**src/include/window_params.svh**
```systemverilog
// build-time sizes and register map of the window loader
// include wherever a width, the kernel size or a register address is needed
`ifndef WINDOW_PARAMS_SVH
`define WINDOW_PARAMS_SVH

// input channels handled per pass
`define WIN_TN 4

// square kernel, rows and columns
`define WIN_K 5

// element widths
`define WIN_FEAT_W 8
`define WIN_WGT_W 8

// host register map
`define WIN_REG_CTRL 0
`define WIN_REG_STATUS 1

`endif

```
**src/hdl/window_pkg.sv**
```systemverilog
// shared types of the window loader
// modules refer to these by scoped name, widths come from the params header
`include "window_params.svh"

package window_pkg;

    // one feature element
    typedef logic [`WIN_FEAT_W-1:0] feat_t;

    // one row of all channels, channel-major then column
    typedef logic [`WIN_TN*`WIN_K*`WIN_FEAT_W-1:0] row_t;

    // full kernel window, first row in the top slot
    typedef logic [`WIN_K*`WIN_TN*`WIN_K*`WIN_FEAT_W-1:0] window_t;

    // flat weights for all channels of one kernel
    typedef logic [`WIN_TN*`WIN_K*`WIN_K*`WIN_WGT_W-1:0] weight_vec_t;

    // row slot inside one bank
    typedef logic [2:0] row_idx_t;

    // host register bus
    typedef logic [0:0] reg_addr_t;
    typedef logic [7:0] reg_data_t;

    // vertical register sequencer
    typedef enum logic [1:0] {
        idle,
        fill,
        done
    } shift_state_t;

endpackage

```
**src/hdl/window_ctrl_regs.sv**
```systemverilog
// host register block: start pulse, bank select and sticky done status
// writes land on the clock edge, reads are combinational
`include "window_params.svh"

module window_ctrl_regs (
    input  logic                  clk,
    input  logic                  rst,
    input  logic                  cfg_wr,
    input  window_pkg::reg_addr_t cfg_addr,
    input  window_pkg::reg_data_t cfg_wdata,
    output window_pkg::reg_data_t cfg_rdata,
    input  logic                  shift_done,
    input  logic                  busy,
    output logic                  start_pulse,
    output logic                  bank_sel
);

    logic ctrl_wr;
    logic busy_any;
    logic start_ok;
    logic done_q;

    assign ctrl_wr = cfg_wr && (cfg_addr == window_pkg::reg_addr_t'(`WIN_REG_CTRL));

    // a pulse in flight counts as busy, the shifter sees it one cycle later
    assign busy_any = busy | start_pulse;
    assign start_ok = ctrl_wr && cfg_wdata[0] && !busy_any;

    always_ff @(posedge clk or posedge rst) begin
        if (rst) begin
            start_pulse <= 1'b0;
            bank_sel    <= 1'b0;
            done_q      <= 1'b0;
        end else begin
            // start bit is self-clearing, only the pulse survives
            start_pulse <= start_ok;
            if (ctrl_wr) begin
                bank_sel <= cfg_wdata[1];
            end
            // sticky until the next accepted start
            if (start_ok) begin
                done_q <= 1'b0;
            end else if (shift_done) begin
                done_q <= 1'b1;
            end
        end
    end

    always_comb begin
        cfg_rdata = '0;
        if (cfg_addr == window_pkg::reg_addr_t'(`WIN_REG_STATUS)) begin
            cfg_rdata[0] = done_q;
            cfg_rdata[1] = busy_any;
            cfg_rdata[2] = bank_sel;
        end else begin
            // control readback, start always reads 0
            cfg_rdata[1] = bank_sel;
        end
    end

endmodule

```
**config.mk**
```make
export PLATFORM = sky130hd
export DESIGN_NAME = window_ctrl_regs
export DESIGN_NICKNAME = d
export VERILOG_FILES = /design/src/hdl/window_pkg.sv /design/src/hdl/window_ctrl_regs.sv
export VERILOG_INCLUDE_DIRS = /design/src /design/src/include
export SDC_FILE = /design/constraint.sdc
export NUM_CORES = 1
export LEC_CHECK = 0
export BUFFER_PORTS_ARGS = -buffer_cell sky130_fd_sc_hd__buf_2
export CAP_MARGIN = 20
export CORE_AREA = 2 2 39 41
export CTS_CLUSTER_DIAMETER = 100
export DETAILED_ROUTE_END_ITERATION = 8
export DIE_AREA = 0 0 41 43
export GPL_TIMING_DRIVEN = 0
export MAX_ROUTING_LAYER = met4
export PLACE_DENSITY_LB_ADDON = 0.15
export SLEW_MARGIN = 20
export SYNTH_ARGS = -nofsm -noshare
export SYNTH_HDL_FRONTEND = slang
export SYNTH_SLANG_ARGS = --single-unit
```
**constraint.sdc**
```tcl
create_clock -name clk -period 1.2 [get_ports clk]
set_clock_uncertainty 0.2 [all_clocks]
set_input_delay 0.24 -clock clk [delete_from_list [all_inputs] [get_ports clk]]
set_output_delay 0.24 -clock clk [all_outputs]
set_load 0.01 [all_outputs]
```
# After elaboration in Yosys (flattened, before gate mapping)
# Index checks and enable logic that the tools add are counted.
totals:
  ff_bits: 3
  n_memories: 0
  rom_bits: 0
  input_bits: 14
  ramBits: 0
  latchBits: 0
classes:
  n_div: 0
  bitwise_logic: 2
  mux: 5
  shifts: 0
  order_cmp: 0
  multipliers: 0
  eq_ne: 0
  addsub: 0
  n_reduce_logical: 5
ops:
  columns: ["cell", "count"]
  rows:
  - ["$mux 1", 5]
  - ["$logic_and 1x1->1", 3]
  - ["$reduce_bool 2->1", 1]
  - ["$logic_not 1->1", 1]
  - ["$not 1->1", 1]
  - ["$or 1x1->1", 1]

# Depth between registers and ports, before layout
logic_depth:
  word_depth: 5
  depth_mapped: 2

# Worst setup path after synthesis
# No wires, ideal clock.
synth_path:
  path_type: "reg2out"
  start: "reg start_pulse"
  end: "out cfg_rdata[1]"
  slack_ns: 0.081
  arrival_time_ns: 0.679
  path_buffers: 0
  required_ns: 0.760
  stages_incl_launch_ff: 3
  cell_sequence: "dfrtp_1 -> nor2_1 -> a21oi_1"
synth_via:
  elab_chain_len: 2
synth_lines:
  columns: ["item", "line", "source"]
  rows:
  - ["start, declared", "window_ctrl_regs.sv:14", "output logic start_pulse,"]
  - ["start signal, assigned", "window_ctrl_regs.sv:36", "start_pulse <= start_ok;"]
  - ["$or 1x1->1", "window_ctrl_regs.sv:26", "assign busy_any = busy | start_pulse;"]
  - ["$mux 1", "window_ctrl_regs.sv:51", "if (cfg_addr == window_pkg::reg_addr_t'(`WIN_REG_STATUS)) begin"]
  - ["end, declared", "window_ctrl_regs.sv:11", "output window_pkg::reg_data_t cfg_rdata,"]
# No other way between the ends.

# Worst setup path after layout
layout_path:
  start: "reg bank_sel"
  end: "out cfg_rdata[2]"
layout_via:
  elab_chain_len: 1
layout_lines:
  columns: ["item", "line", "source"]
  rows:
  - ["start, declared", "window_ctrl_regs.sv:15", "output logic bank_sel"]
  - ["start signal, assigned", "window_ctrl_regs.sv:38", "bank_sel <= cfg_wdata[1];"]
  - ["$mux 1", "window_ctrl_regs.sv:51", null]
# No other way between the ends.

==> results.json <==
{
  "grt_pass1_vias": 169,
  "rows": 14,
  "clk_pin_slew_ns": 0.03,
  "core-area_um2": 1384,
  "postRouteAntennaNets": 0,
  "setup_viol": 4,
  "pin_count": 24,
  "routed.top_layer": "met4",
  "crit_path_end_kind": "output port",
  "portBuffers": 12,
  "met3_length_um": 27,
  "cts_tree": "built",
  "seq_power_share": 0.287,
  "worstPathCellList": "and2_2 -> buf_6",
  "drt-initial-drc-count": 2,
  "fillers": 160,
  "cts_buffers": 3,
  "die_w_um": 41,
  "die_h_um": 43,
  "ys_seq_area_frac": 0.3974,
  "synthesis.area_um2": 188.9,
  "timing.critical_path.buf_inv": 1,
  "cpLargestDelayFamily": "flip-flops",
  "p_leak_uw": 0.0002039,
  "syn_to_final_growth_pct": 94.70,
  "period_share": 1.145,
  "syn-mean-instance-area_um2": 9.447,
  "fin_ws_ns": -0.1744,
  "clock_latency_ns": 0.23,
  "utilization": 0.2658,
  "p_sw_frac": 0.2481,
  "required_ns": 0.76,
  "cp.arrival_ns": 0.93,
  "routabilityCongestion": 0.6902,
  "cp_slowest_cell": "dfrtp_1",
  "period_needed_ns": 1.374,
  "netlist_top_cells_area": "dfrtp_1 (40%), buf_4 (20%), and2_2 (7.9%)",
  "cts_buffer_depth": 2,
  "vias": 197,
  "drive_gt1_frac": 0.6444,
  "layout_common_cells": "buf_2 (10), buf_4 (8), conb_1 (5)",
  "yosys.area.top_type": "dfrtp_1",
  "cap_violations": 0,
  "antenna_found_initial": 0,
  "fmax_mhz": 727.6,
  "detail_route.wl_per_cell_um": 7.557,
  "crit_path_start_kind": "flip-flop",
  "overflow": 0,
  "diodes": 0,
  "critPathMaxStageDelay_ns": 0.39,
  "yosysWarnings": 0,
  "grt.total_usage": 0.06186,
  "cts_max_level": 1,
  "synth-seq-cells": 3,
  "finalHoldViolations": 0,
  "path_class": "reg2out",
  "grt_first_pass_wirelength_um": 621,
  "final_common_cell": "buf_2",
  "wl_met2_um": 278,
  "rsz0062_at_grt": "yes",
  "power.internal_uw": 301.0,
  "post-route-drc-count": 0,
  "via_per_inst": 3.230,
  "drt-met1-wl_um": 149,
  "wl_um": 461,
  "violations": "setup timing",
  "reg2reg_setup_slack_ns": 0.10,
  "switchingPower_uw": 99.34,
  "powerDensity_nw_per_um2": 1088,
  "status": "complete, but fails checks",
  "start_util": 0.1365,
  "slew_violations": 0,
  "hp-class": "in2reg",
  "grt_max_degree": 6,
  "netlist_instances": 20,
  "pwr-share-comb": 0.273,
  "detail_route.first_pass.iterations": 2,
  "synth_top_area_share": 0.3974,
  "cp_max_fo": 4,
  "clock-sinks": 3,
  "cts-root-buf": "clkbuf_4",
  "clock_power_share": 0.440,
  "synth_cell_types": 11,
  "finalNetCount": 60,
  "tns_ns": -0.4608,
  "die-area_um2": 1763,
  "vdd_drop_max_mv": 0.3030
}
==> cell usage after synthesis <==
cell and count:
a21oi_1 1, inv_1 1, and2_2 2, dfrtp_1 3
conb_1 1, a31oi_1 1, nor2_1 3, nor2b_2 1
buf_4 5, and3_2 1, mux2_4 1
==> layer usage <==
metal / up-vias / GRT usage
li1: 104 / -
met5: - / -
met1: 85 / 0.04531
met3: 2 / 0.01571
met4: 0 / 0.1000
met2: 6 / 0.08750
==> stage by stage <==
step                      cell area [µm²]  std cells  power (µW)  hold WS (ns)  worst slack (ns)
after floorplan                     203.9         24       167.9       -0.2064           0.08068
after global placement              284.0         52       199.0      -0.09079          -0.02208
after detailed placement            284.0         52       199.6      -0.08595          -0.03236
after CTS                           360.3         60       409.8       0.03661           -0.1971
after global routing                367.9         61       427.8       0.04630           -0.2209
final                               367.9         61       400.3       0.04620           -0.1744
==> power by group through the flow <==
stage / clock network, µW / registers, µW / logic (µW)
finish: 176 / 115 / 109
global route: 193 / 116 / 120
CTS: 191 / 115 / 104
detailed placement: 0 / 116 / 83.4
global placement: 0 / 117 / 82.4
floorplan: 0 / 119 / 49.2
==> layout make-up <==
cell class                 count  area (µm²)  area share
multi-input combinational     15       90.09      0.2449
timing repair buffer          17       115.1      0.3129
sequential                     3       75.07      0.2041
tap                           16       20.02     0.05442
inverter                       1       3.754     0.01020
clock buffer                   4       26.28     0.07143
buffer                         5       37.54      0.1020
==> cells by family (layout without fill, tap and decap cells) <==
family | count (synthesis) | in the layout | share of synthesized area
compound gates | 2 | 2 | 0.05960
simple gates | 7 | 7 | 0.2252
mux | 1 | 1 | 0.07945
buf+inv | 6 | 27 | 0.2185
flops | 3 | 3 | 0.3973
other cells | 1 | 5 | 0.01985
==> worst paths after layout <==
| path | start | to | cells past startpoint |
|---|---|---|---|
| min in group asynchronous | rst | start_pulse | 3 |
| max reg2reg | bank_sel | bank_sel | 2 |
| max in group asynchronous | rst | bank_sel | 3 |
| min | cfg_wdata[1] | bank_sel | 2 |
| max | bank_sel | cfg_rdata[2] | 2 |
| min reg2reg | done_q | done_q | 3 |
==> sequential cells by signal, summed over array words and instances, names as in the netlist <==
| signal | cells |
|---|---|
| done_q | 1 |
| bank_sel | 1 |
| start_pulse | 1 |
==> worst reg2reg max path: cells and delay by family, from the launching register on <==
family | cells | cell delay [ns]
flops | 1 | 0.39
mux | 1 | 0.25
buf+inv | 1 | 0.14
==> repair_timing <==
item / in CTS / in global routing
pin swaps: 1 / 0
hold buffers: 2 / 0
gates cloned: 0 / 0
endpoints found under the setup margin: 4 / 5
hold endpoints to repair: 4 / 0
buffers inserted: 2 / 1
gates resized for setup: 3 / 0
No activity file was read; power rests on OpenSTA's default activity.
