**config.mk**
```make
export PLATFORM = sky130hd
export DESIGN_NAME = vertical_reg_flat
export DESIGN_NICKNAME = d
export VERILOG_FILES = /design/src/hdl/window_pkg.sv /design/src/hdl/row_bus_if.sv /design/src/hdl/vertical_reg.sv /design/src/flat_wrapper.sv
export VERILOG_INCLUDE_DIRS = /design/src /design/src/include
export SDC_FILE = /design/constraint.sdc
export NUM_CORES = 1
export LEC_CHECK = 0
export BUFFER_PORTS_ARGS = -buffer_cell sky130_fd_sc_hd__buf_2
export CAP_MARGIN = 20
export CORE_AREA = 2 2 445 447
export CTS_BUF_LIST = sky130_fd_sc_hd__clkbuf_8
export DETAILED_ROUTE_END_ITERATION = 8
export DIE_AREA = 0 0 447 449
export PLACE_DENSITY = 0.32
export SYNTH_ARGS = -nofsm -noshare
export SYNTH_HDL_FRONTEND = slang
export SYNTH_SLANG_ARGS = --single-unit
```
**constraint.sdc**
```tcl
create_clock -name clk -period 56 [get_ports clk]
set_input_delay 11.2 -clock clk [delete_from_list [all_inputs] [get_ports clk]]
set_output_delay 11.2 -clock clk [all_outputs]
set_load 0.02 [all_outputs]
```
**src/include/window_params.svh**
```systemverilog
// build-time sizes and register map of the window loader
// include wherever a width, the kernel size or a register address is needed
`ifndef WINDOW_PARAMS_SVH
`define WINDOW_PARAMS_SVH

// input channels handled per pass
`define WIN_TN 4

// square kernel, rows and columns
`define WIN_K 5

// element widths
`define WIN_FEAT_W 8
`define WIN_WGT_W 8

// host register map
`define WIN_REG_CTRL 0
`define WIN_REG_STATUS 1

`endif

```
**src/hdl/window_pkg.sv**
```systemverilog
// shared types of the window loader
// modules refer to these by scoped name, widths come from the params header
`include "window_params.svh"

package window_pkg;

    // one feature element
    typedef logic [`WIN_FEAT_W-1:0] feat_t;

    // one row of all channels, channel-major then column
    typedef logic [`WIN_TN*`WIN_K*`WIN_FEAT_W-1:0] row_t;

    // full kernel window, first row in the top slot
    typedef logic [`WIN_K*`WIN_TN*`WIN_K*`WIN_FEAT_W-1:0] window_t;

    // flat weights for all channels of one kernel
    typedef logic [`WIN_TN*`WIN_K*`WIN_K*`WIN_WGT_W-1:0] weight_vec_t;

    // row slot inside one bank
    typedef logic [2:0] row_idx_t;

    // host register bus
    typedef logic [0:0] reg_addr_t;
    typedef logic [7:0] reg_data_t;

    // vertical register sequencer
    typedef enum logic [1:0] {
        idle,
        fill,
        done
    } shift_state_t;

endpackage

```
**src/hdl/row_bus_if.sv**
```systemverilog
// row enables and row data between the ping-pong bank and the vertical register
// the shifter requests rows, the bank answers one cycle after each enable
interface row_bus_if;

    // read requests, one per bank
    logic               row_en_0;
    logic               row_en_1;

    // returned rows
    window_pkg::row_t   row_0;
    window_pkg::row_t   row_1;

    modport bank (
        input  row_en_0,
        input  row_en_1,
        output row_0,
        output row_1
    );

    modport shifter (
        output row_en_0,
        output row_en_1,
        input  row_0,
        input  row_1
    );

endinterface

```
**src/hdl/vertical_reg.sv**
```systemverilog
// row enable sequencer and five-row window shift register
// one start pulse fetches WIN_K rows from the selected bank and ends with shift_done
`include "window_params.svh"

module vertical_reg (
    input  logic                clk,
    input  logic                rst,
    input  logic                start,
    input  logic                bank_sel,
    row_bus_if.shifter          rows,
    output window_pkg::window_t window,
    output logic                busy,
    output logic                shift_done
);

    localparam int ROW_W    = $bits(window_pkg::row_t);
    localparam int RUN_LAST = `WIN_K - 1;

    window_pkg::shift_state_t state;
    window_pkg::row_idx_t     run_cnt;

    // enables delayed to line up with the bank's registered read data
    logic sel_0_d;
    logic sel_1_d;
    logic last_shift;
    logic done_flag;

    // enable sequencer
    always_ff @(posedge clk or posedge rst) begin
        if (rst) begin
            state         <= window_pkg::idle;
            run_cnt       <= '0;
            rows.row_en_0 <= 1'b0;
            rows.row_en_1 <= 1'b0;
        end else begin
            case (state)
                window_pkg::idle: begin
                    if (start) begin
                        rows.row_en_0 <= !bank_sel;
                        rows.row_en_1 <= bank_sel;
                        run_cnt       <= '0;
                        state         <= window_pkg::fill;
                    end
                end
                window_pkg::fill: begin
                    // enable stays up for exactly WIN_K cycles
                    if (run_cnt == window_pkg::row_idx_t'(RUN_LAST)) begin
                        rows.row_en_0 <= 1'b0;
                        rows.row_en_1 <= 1'b0;
                        state         <= window_pkg::done;
                    end else begin
                        run_cnt <= run_cnt + 1'b1;
                    end
                end
                window_pkg::done: begin
                    // hold off new starts until the done pulse is out
                    if (shift_done) begin
                        state <= window_pkg::idle;
                    end
                end
                default: begin
                    state <= window_pkg::idle;
                end
            endcase
        end
    end

    assign busy = (state != window_pkg::idle);

    // the last row is in flight once the enable has dropped
    assign last_shift = (sel_0_d | sel_1_d) & ~(rows.row_en_0 | rows.row_en_1);

    always_ff @(posedge clk or posedge rst) begin
        if (rst) begin
            sel_0_d    <= 1'b0;
            sel_1_d    <= 1'b0;
            done_flag  <= 1'b0;
            shift_done <= 1'b0;
        end else begin
            sel_0_d    <= rows.row_en_0;
            sel_1_d    <= rows.row_en_1;
            // two stages, window is settled well before the pulse
            done_flag  <= last_shift;
            shift_done <= done_flag;
        end
    end

    // new row enters at the bottom, first row ends up in the top slot
    always_ff @(posedge clk or posedge rst) begin
        if (rst) begin
            window <= '0;
        end else if (sel_0_d) begin
            window <= {window[ROW_W*(`WIN_K-1)-1:0], rows.row_0};
        end else if (sel_1_d) begin
            window <= {window[ROW_W*(`WIN_K-1)-1:0], rows.row_1};
        end
    end

endmodule

```
**src/flat_wrapper.sv**
```systemverilog
// flat-port wrapper written by rule: the top's interface ports become plain ports
module vertical_reg_flat 
  (clk, rst, start, bank_sel, window, busy, shift_done, rows_row_en_0, rows_row_en_1, rows_row_0, rows_row_1);
  row_bus_if rows_i ();
  input  logic clk;
  input  logic rst;
  input  logic start;
  input  logic bank_sel;
  output window_pkg::window_t window;
  output logic busy;
  output logic shift_done;
  output wire logic [$bits(rows_i.row_en_0)-1:0] rows_row_en_0;
  output wire logic [$bits(rows_i.row_en_1)-1:0] rows_row_en_1;
  input wire logic [$bits(rows_i.row_0)-1:0] rows_row_0;
  input wire logic [$bits(rows_i.row_1)-1:0] rows_row_1;
  assign rows_row_en_0 = rows_i.row_en_0;
  assign rows_row_en_1 = rows_i.row_en_1;
  assign rows_i.row_0 = rows_row_0;
  assign rows_i.row_1 = rows_row_1;
  vertical_reg u_core (.clk(clk), .rst(rst), .start(start), .bank_sel(bank_sel), .rows(rows_i), .window(window), .busy(busy), .shift_done(shift_done));
endmodule
```
Word level (Yosys, flattened, before mapping) --
Index checks and enable logic that the tools add are counted. W data, S select, Z words.
Cells by class: multipliers 0, bitwise logic cells 4, add/subtract/negate cells 1, shifts and indexed selects 0, div/mod/pow operators 0, reduce and logical (&&, ||, !) cells 8, multiplexer cells 14, order comparisons 0, equality and inequality tests 7
Operator list (count):
- $mux W800 | 2
- $reduce_and A3 Y1 | 3
- $mux W2 | 3
- $mux W3 | 2
- $pmux W2 S3 | 1
- $pmux W3 S2 | 1
- $reduce_bool A2 Y1 | 3
- $ne A2 B1 Y1 const B | 2
- $ne A2 B2 Y1 const B | 2
- $pmux W1 S2 | 2
- $add A3 B1 Y3 const B | 1
- $eq A3 B3 Y1 const B | 1
- $mux W1 | 3
- $eq A2 B1 Y1 const B | 1
- $eq A2 B2 Y1 const B | 1
- $logic_not A2 Y1 | 1
- $or A1 B1 Y1 | 2
- $and A1 B1 Y1 | 1
- $logic_not A1 Y1 | 1
- $not A1 Y1 | 1
Word-level totals: register bits after elaboration 811, memories kept 0, memory bits (read-only) 0, output and inout port bits 804, memory bits (writable) 0, word-level logic and storage cells 43, bits in latches 0

Longest topological paths before layout --
word-level depth 3, depth in mapped cells 6, depth with buffers taken out 5

Least setup slack after synthesis --
Ideal clock, no wire load.
kind register to output, start reg u_core.state[0], end out busy, data required time 44.800 ns, path buffers 1, cell stages (with the launch flop) 3, arrival 0.910 ns, slack 43.890 ns, cell sequence dfrtp_1 > clkbuf_1 > or2_2
Between the ends: longest elaborated chain between the ends 1
Ends and longest elaborated chain:
- from (decl) | RTL line vertical_reg.sv:19 | window_pkg::shift_state_t state;
- from (signal assigned) | RTL line vertical_reg.sv:31 | state <= window_pkg::idle;
- from (signal assigned) | RTL line vertical_reg.sv:42 | state <= window_pkg::fill;
- from (signal assigned) | RTL line vertical_reg.sv:50 | state <= window_pkg::done;
- $reduce_bool A2 Y1 | RTL line vertical_reg.sv:68 | assign busy = (state != window_pkg::idle);
- to (decl) | RTL line flat_wrapper.sv:10 | output logic busy;
No other way between the ends.

==> impl_results.html <==
<table>
<tr><th>Metric</th><th>Value</th></tr>
<tr><th colspan="2">Clocking</th></tr>
<tr><td>Count of clock tree sinks</td><td>811</td></tr>
<tr><td>Clock Tree Buf Depth</td><td>3</td></tr>
<tr><td>Total of hold buffers inserted after clock tree synthesis</td><td>0</td></tr>
<tr><td>Clock tree from TritonCTS</td><td>yes</td></tr>
<tr><td>Clock Root Buffer</td><td>clkbuf_8</td></tr>
<tr><td>Clock buffers created by TritonCTS</td><td>around 160</td></tr>
<tr><td>CTS H-tree lvls</td><td>4</td></tr>
<tr><td>Clock latency on the worst-skew pair</td><td>between 0.8 and 0.9 ns</td></tr>
<tr><td>Count of buffers added by post-CTS timing repair for setup</td><td>0</td></tr>
<tr><td>Clock input transition at the sequential cells of the worst setup and hold paths</td><td>approximately 0.05 ns</td></tr>
<tr><td>Gates resized, CTS repair</td><td>0</td></tr>
<tr><th colspan="2">Cells and area</th></tr>
<tr><td>Register containing the most flip-flops in the final layout</td><td>u_core.window</td></tr>
<tr><td>Total area of multi-input combinational cells</td><td>around 10,000 um^2</td></tr>
<tr><td>Fillers</td><td>21,400</td></tr>
<tr><td>Area growth from synthesis to layout</td><td>36.0%</td></tr>
<tr><td>Sequential cell area in the final layout</td><td>20,300 um^2</td></tr>
<tr><td>Final nets</td><td>roughly 3,600</td></tr>
<tr><td>Proportion of layout cells with a drive suffix above 1</td><td>44.9%</td></tr>
<tr><td>Number of flip-flops under the largest register name</td><td>800</td></tr>
<tr><td>Top Registers</td><td>u_core.window x800, u_core.run_cnt x3, u_core.state x2</td></tr>
<tr><th colspan="2">Worst setup path</th></tr>
<tr><td>Startpoint class of the critical path</td><td>input pin</td></tr>
<tr><td>Type of destination of the critical path</td><td>async pin</td></tr>
<tr><td>Crit-path cells</td><td>buf_2 &gt; inv_8 &gt; buf_4 &gt; buf_4 &gt; buf_4 &gt; buf_4</td></tr>
<tr><td>Delay of the slowest critical-path stage</td><td>0.81 ns</td></tr>
<tr><td>Critical Path Fanout Max</td><td>slightly above 100</td></tr>
<tr><td>Critical-path top delay cell</td><td>buf_4</td></tr>
<tr><td>Startpoint of the worst register-to-register path</td><td>u_core.sel_1_d</td></tr>
<tr><td>Arrival time of data at the critical path endpoint</td><td>between 10 and 15 ns</td></tr>
<tr><td>Startpoint of the most critical setup path</td><td>rst</td></tr>
<tr><td>Category of the most critical setup path</td><td>input pin to async pin</td></tr>
<tr><td>Data required time of the critical path</td><td>56.79 ns</td></tr>
<tr><td>Library cell appearing most often on the critical path</td><td>buf_4</td></tr>
<tr><td>Setup slack on the worst flop-to-flop path</td><td>around 51 ns</td></tr>
<tr><th colspan="2">Timing</th></tr>
<tr><td>Post-Route Hold Slack</td><td>around 0.35 ns</td></tr>
<tr><td>Achievable Freq</td><td>approximately 71 MHz</td></tr>
<tr><td>Max-slew headroom</td><td>roughly a third</td></tr>
<tr><td>Largest clock skew in the final design</td><td>between 0.04 and 0.05 ns</td></tr>
<tr><td>Final-report setup violation count</td><td>0</td></tr>
<tr><td>Final worst path period share</td><td>between 20% and 30%</td></tr>
<tr><td>Post-route setup TNS</td><td>0 ns</td></tr>
<tr><td>Max-slew violation total from the final report</td><td>0</td></tr>
<tr><td>Slew at the pin closest to its max-slew limit</td><td>1.02 ns</td></tr>
<tr><td>Time the worst path needs with I/O delays and setup</td><td>approximately 14 ns</td></tr>
<tr><td>Final Hold Violating Endpoints</td><td>0</td></tr>
<tr><td>Unrepaired setup endpoints after global routing</td><td>no</td></tr>
<tr><td>Worst Slack Setup Final</td><td>~42 ns</td></tr>
<tr><th colspan="2">Die</th></tr>
<tr><td>Die Wd</td><td>447 um</td></tr>
<tr><td>Core area</td><td>just under 200,000 um^2</td></tr>
<tr><td>Number of top-level pins</td><td>1,128</td></tr>
<tr><td>Total number of placement rows</td><td>approximately 160</td></tr>
<tr><td>Area enclosed by the die boundary</td><td>201,000 um^2</td></tr>
<tr><td>Initial standard-cell utilization of the core</td><td>16.1%</td></tr>
<tr><td>DIE HEIGHT</td><td>between 400 and 500 um</td></tr>
<tr><th colspan="2">Detailed routing</th></tr>
<tr><td>WL final</td><td>~140 mm</td></tr>
<tr><td>Average via count per standard cell</td><td>between 3 and 4</td></tr>
<tr><td>Average detailed-routed wire length per instance</td><td>23.1 um</td></tr>
<tr><td>Remaining antenna violation count</td><td>0</td></tr>
<tr><td>Total iterations of the first detailed-routing run</td><td>4</td></tr>
<tr><td>Total via count in the routed design</td><td>~22,000</td></tr>
<tr><td>Drc violations</td><td>0</td></tr>
<tr><td>Count of routing violations after the opening detailed-route iteration</td><td>around 1,100</td></tr>
<tr><th colspan="2">Run</th></tr>
<tr><td>Number of max-cap violations</td><td>0</td></tr>
<tr><th colspan="2">Logic synthesis</th></tr>
<tr><td>Post-synthesis instance area</td><td>between 30,000 and 40,000 um^2</td></tr>
<tr><td>Yosys top cell by area</td><td>dfrtp_1</td></tr>
<tr><td>Average cell area after synthesis</td><td>15.1 um^2</td></tr>
<tr><td>Share of the synthesized area in the top cell type</td><td>roughly 64%</td></tr>
<tr><td>Number of distinct library cells after synthesis</td><td>27</td></tr>
<tr><td>Syn Nets</td><td>between 2,000 and 2,500</td></tr>
<tr><td>Post-Syn Instances</td><td>2,092</td></tr>
<tr><td>Biggest area contributors in the synthesized netlist</td><td>dfrtp_1, mux2_1, mux2_2</td></tr>
<tr><td>Share of synthesized area occupied by flip-flops and latches</td><td>64.1%</td></tr>
<tr><td>Register bit total from synthesis</td><td>811</td></tr>
<tr><td>Synth Warn #</td><td>0</td></tr>
<tr><th colspan="2">Pwr</th></tr>
<tr><td>Ratio of total power to cell area</td><td>about 75 nW/um^2</td></tr>
<tr><td>Highest ir drop seen on vdd</td><td>roughly 0.000028 V</td></tr>
<tr><td>Leakage power</td><td>20.4 nW</td></tr>
<tr><th colspan="2">Global route</th></tr>
<tr><td>Global Route Usage Sum</td><td>13.5%</td></tr>
<tr><td>Largest net degree at the start of global routing</td><td>~150</td></tr>
<tr><td>Initial antenna violation count</td><td>26</td></tr>
<tr><td>Congestion Overflow GR</td><td>0</td></tr>
<tr><td>Number of global-route vias before repair</td><td>22,800</td></tr>
<tr><td>Global-route wire length before repair</td><td>190 mm</td></tr>
<tr><th colspan="2">Placed design</th></tr>
<tr><td>Placed wire-length estimate</td><td>108 mm</td></tr>
<tr><td>Pre-CTS WS</td><td>about 40 ns</td></tr>
<tr><td>Count of port buffers added during placement</td><td>around 1,100</td></tr>
<tr><td>Final estimated routing congestion in global placement</td><td>around 0.83</td></tr>
<tr><th colspan="2">Run status</th></tr>
<tr><td>Result of the run</td><td>finished clean</td></tr>
<tr><th colspan="2">Min path</th></tr>
<tr><td>Class of the tightest hold or removal check</td><td>flop to flop</td></tr>
<tr><td>Source of the worst hold timing path</td><td>u_core.done_flag</td></tr>
</table>
-- path summary, 6_finish.rpt --
path                                           end  cells past startpoint
worst max-delay path                u_core.sel_1_d                      6
worst min-delay path             u_core.shift_done                      0
worst max register to register  u_core.window[648]                      5
worst min register to register   u_core.shift_done                      0
max in group clk                              busy                      2
min in group asynchronous       u_core.window[106]                      2
-- report_power, final --
part	total, mW	internal (mW)	switching, mW
Clock	0.588	0.315	0.273
Combinational	1.46	0.534	0.931
Sequential	1.18	0.895	0.284
Total	3.23	1.74	1.49
-- per-stage QoR --
| step | utilization [%] | power (mW) | std cells | cell area, um^2 |
|---|---|---|---|---|
| final | 21.9 | 3.23 | 6043 | 43000 |
| after global placement | 20.4 | 2.70 | 5763 | 39900 |
| after detailed placement | 20.4 | 2.71 | 5763 | 39900 |
| after global routing | 21.9 | 3.44 | 6035 | 43000 |
| after floorplan | - | 2.01 | 2092 | 31600 |
| after CTS | 21.9 | 3.33 | 6032 | 43000 |
-- routing by layer --
metal | global-route usage, % | part of all wire, %
met5 | 0 | 0.017
met1 | 15.7 | 40
met4 | 3.52 | 2.1
met3 | 4.13 | 6.5
met2 | 23.9 | 52
-- Yosys cell counts --
| master | number |
|---|---|
| a211o_1 | 1 |
| a21oi_1 | 4 |
| a22o_1 | 2 |
| a2bb2o_1 | 1 |
| a2bb2oi_1 | 2 |
| a31oi_1 | 1 |
| buf_1 | 3 |
| buf_2 | 36 |
| buf_4 | 1 |
| buf_6 | 54 |
| clkbuf_1 | 32 |
| dfrtp_1 | 811 |
| ha_1 | 2 |
| inv_1 | 8 |
| mux2_1 | 489 |
| mux2_2 | 151 |
| mux2i_1 | 160 |
| nand2_1 | 162 |
| nand2b_1 | 1 |
| nand4_1 | 1 |
| nor2_1 | 1 |
| nor3_1 | 2 |
| nor4b_1 | 1 |
| o21ai_0 | 162 |
| o22ai_1 | 2 |
| o31ai_1 | 1 |
| or2_2 | 1 |
-- cell type report --
cell class              instances  area share (%)
inverters                       8          0.0872
flip-flops and latches        811            47.2
clock inverters                83            1.15
diodes                         10          0.0581
multi-input cells            1147            24.2
well taps                    2640            7.67
repair buffers               1158            13.7
clock buffers                 186            5.95
-- cells by family after synthesis --
group           synth area share (%)
flops                           64.1
fa+ha+maj                     0.0791
buf+inv                         3.02
compound gates                  2.88
simple gates                    2.05
mux                             27.8
-- worst max-delay path: cells and delay by family --
kind     cells  cell delay, ns
buf+inv      6            3.42
-- layout by cell type, fill, tap and decap left out, drive strengths merged --
cell type,instances
o31ai,1
a21oi,4
clkinvlp,6
nand2,162
a2bb2oi,2
mux2,640
clkbuf,186
a22o,2
ha,2
a2bb2o,1
bufinv,3
a31oi,1
mux2i,160
diode,10
nor2,1
nand4,1
dfrtp,811
nor4b,1
or2,1
o22ai,2
a211o,1
nor3,2
inv,73
o21ai,162
buf,1158
clkinv,9
nand2b,1
No activity file was read; power rests on OpenSTA's default activity.
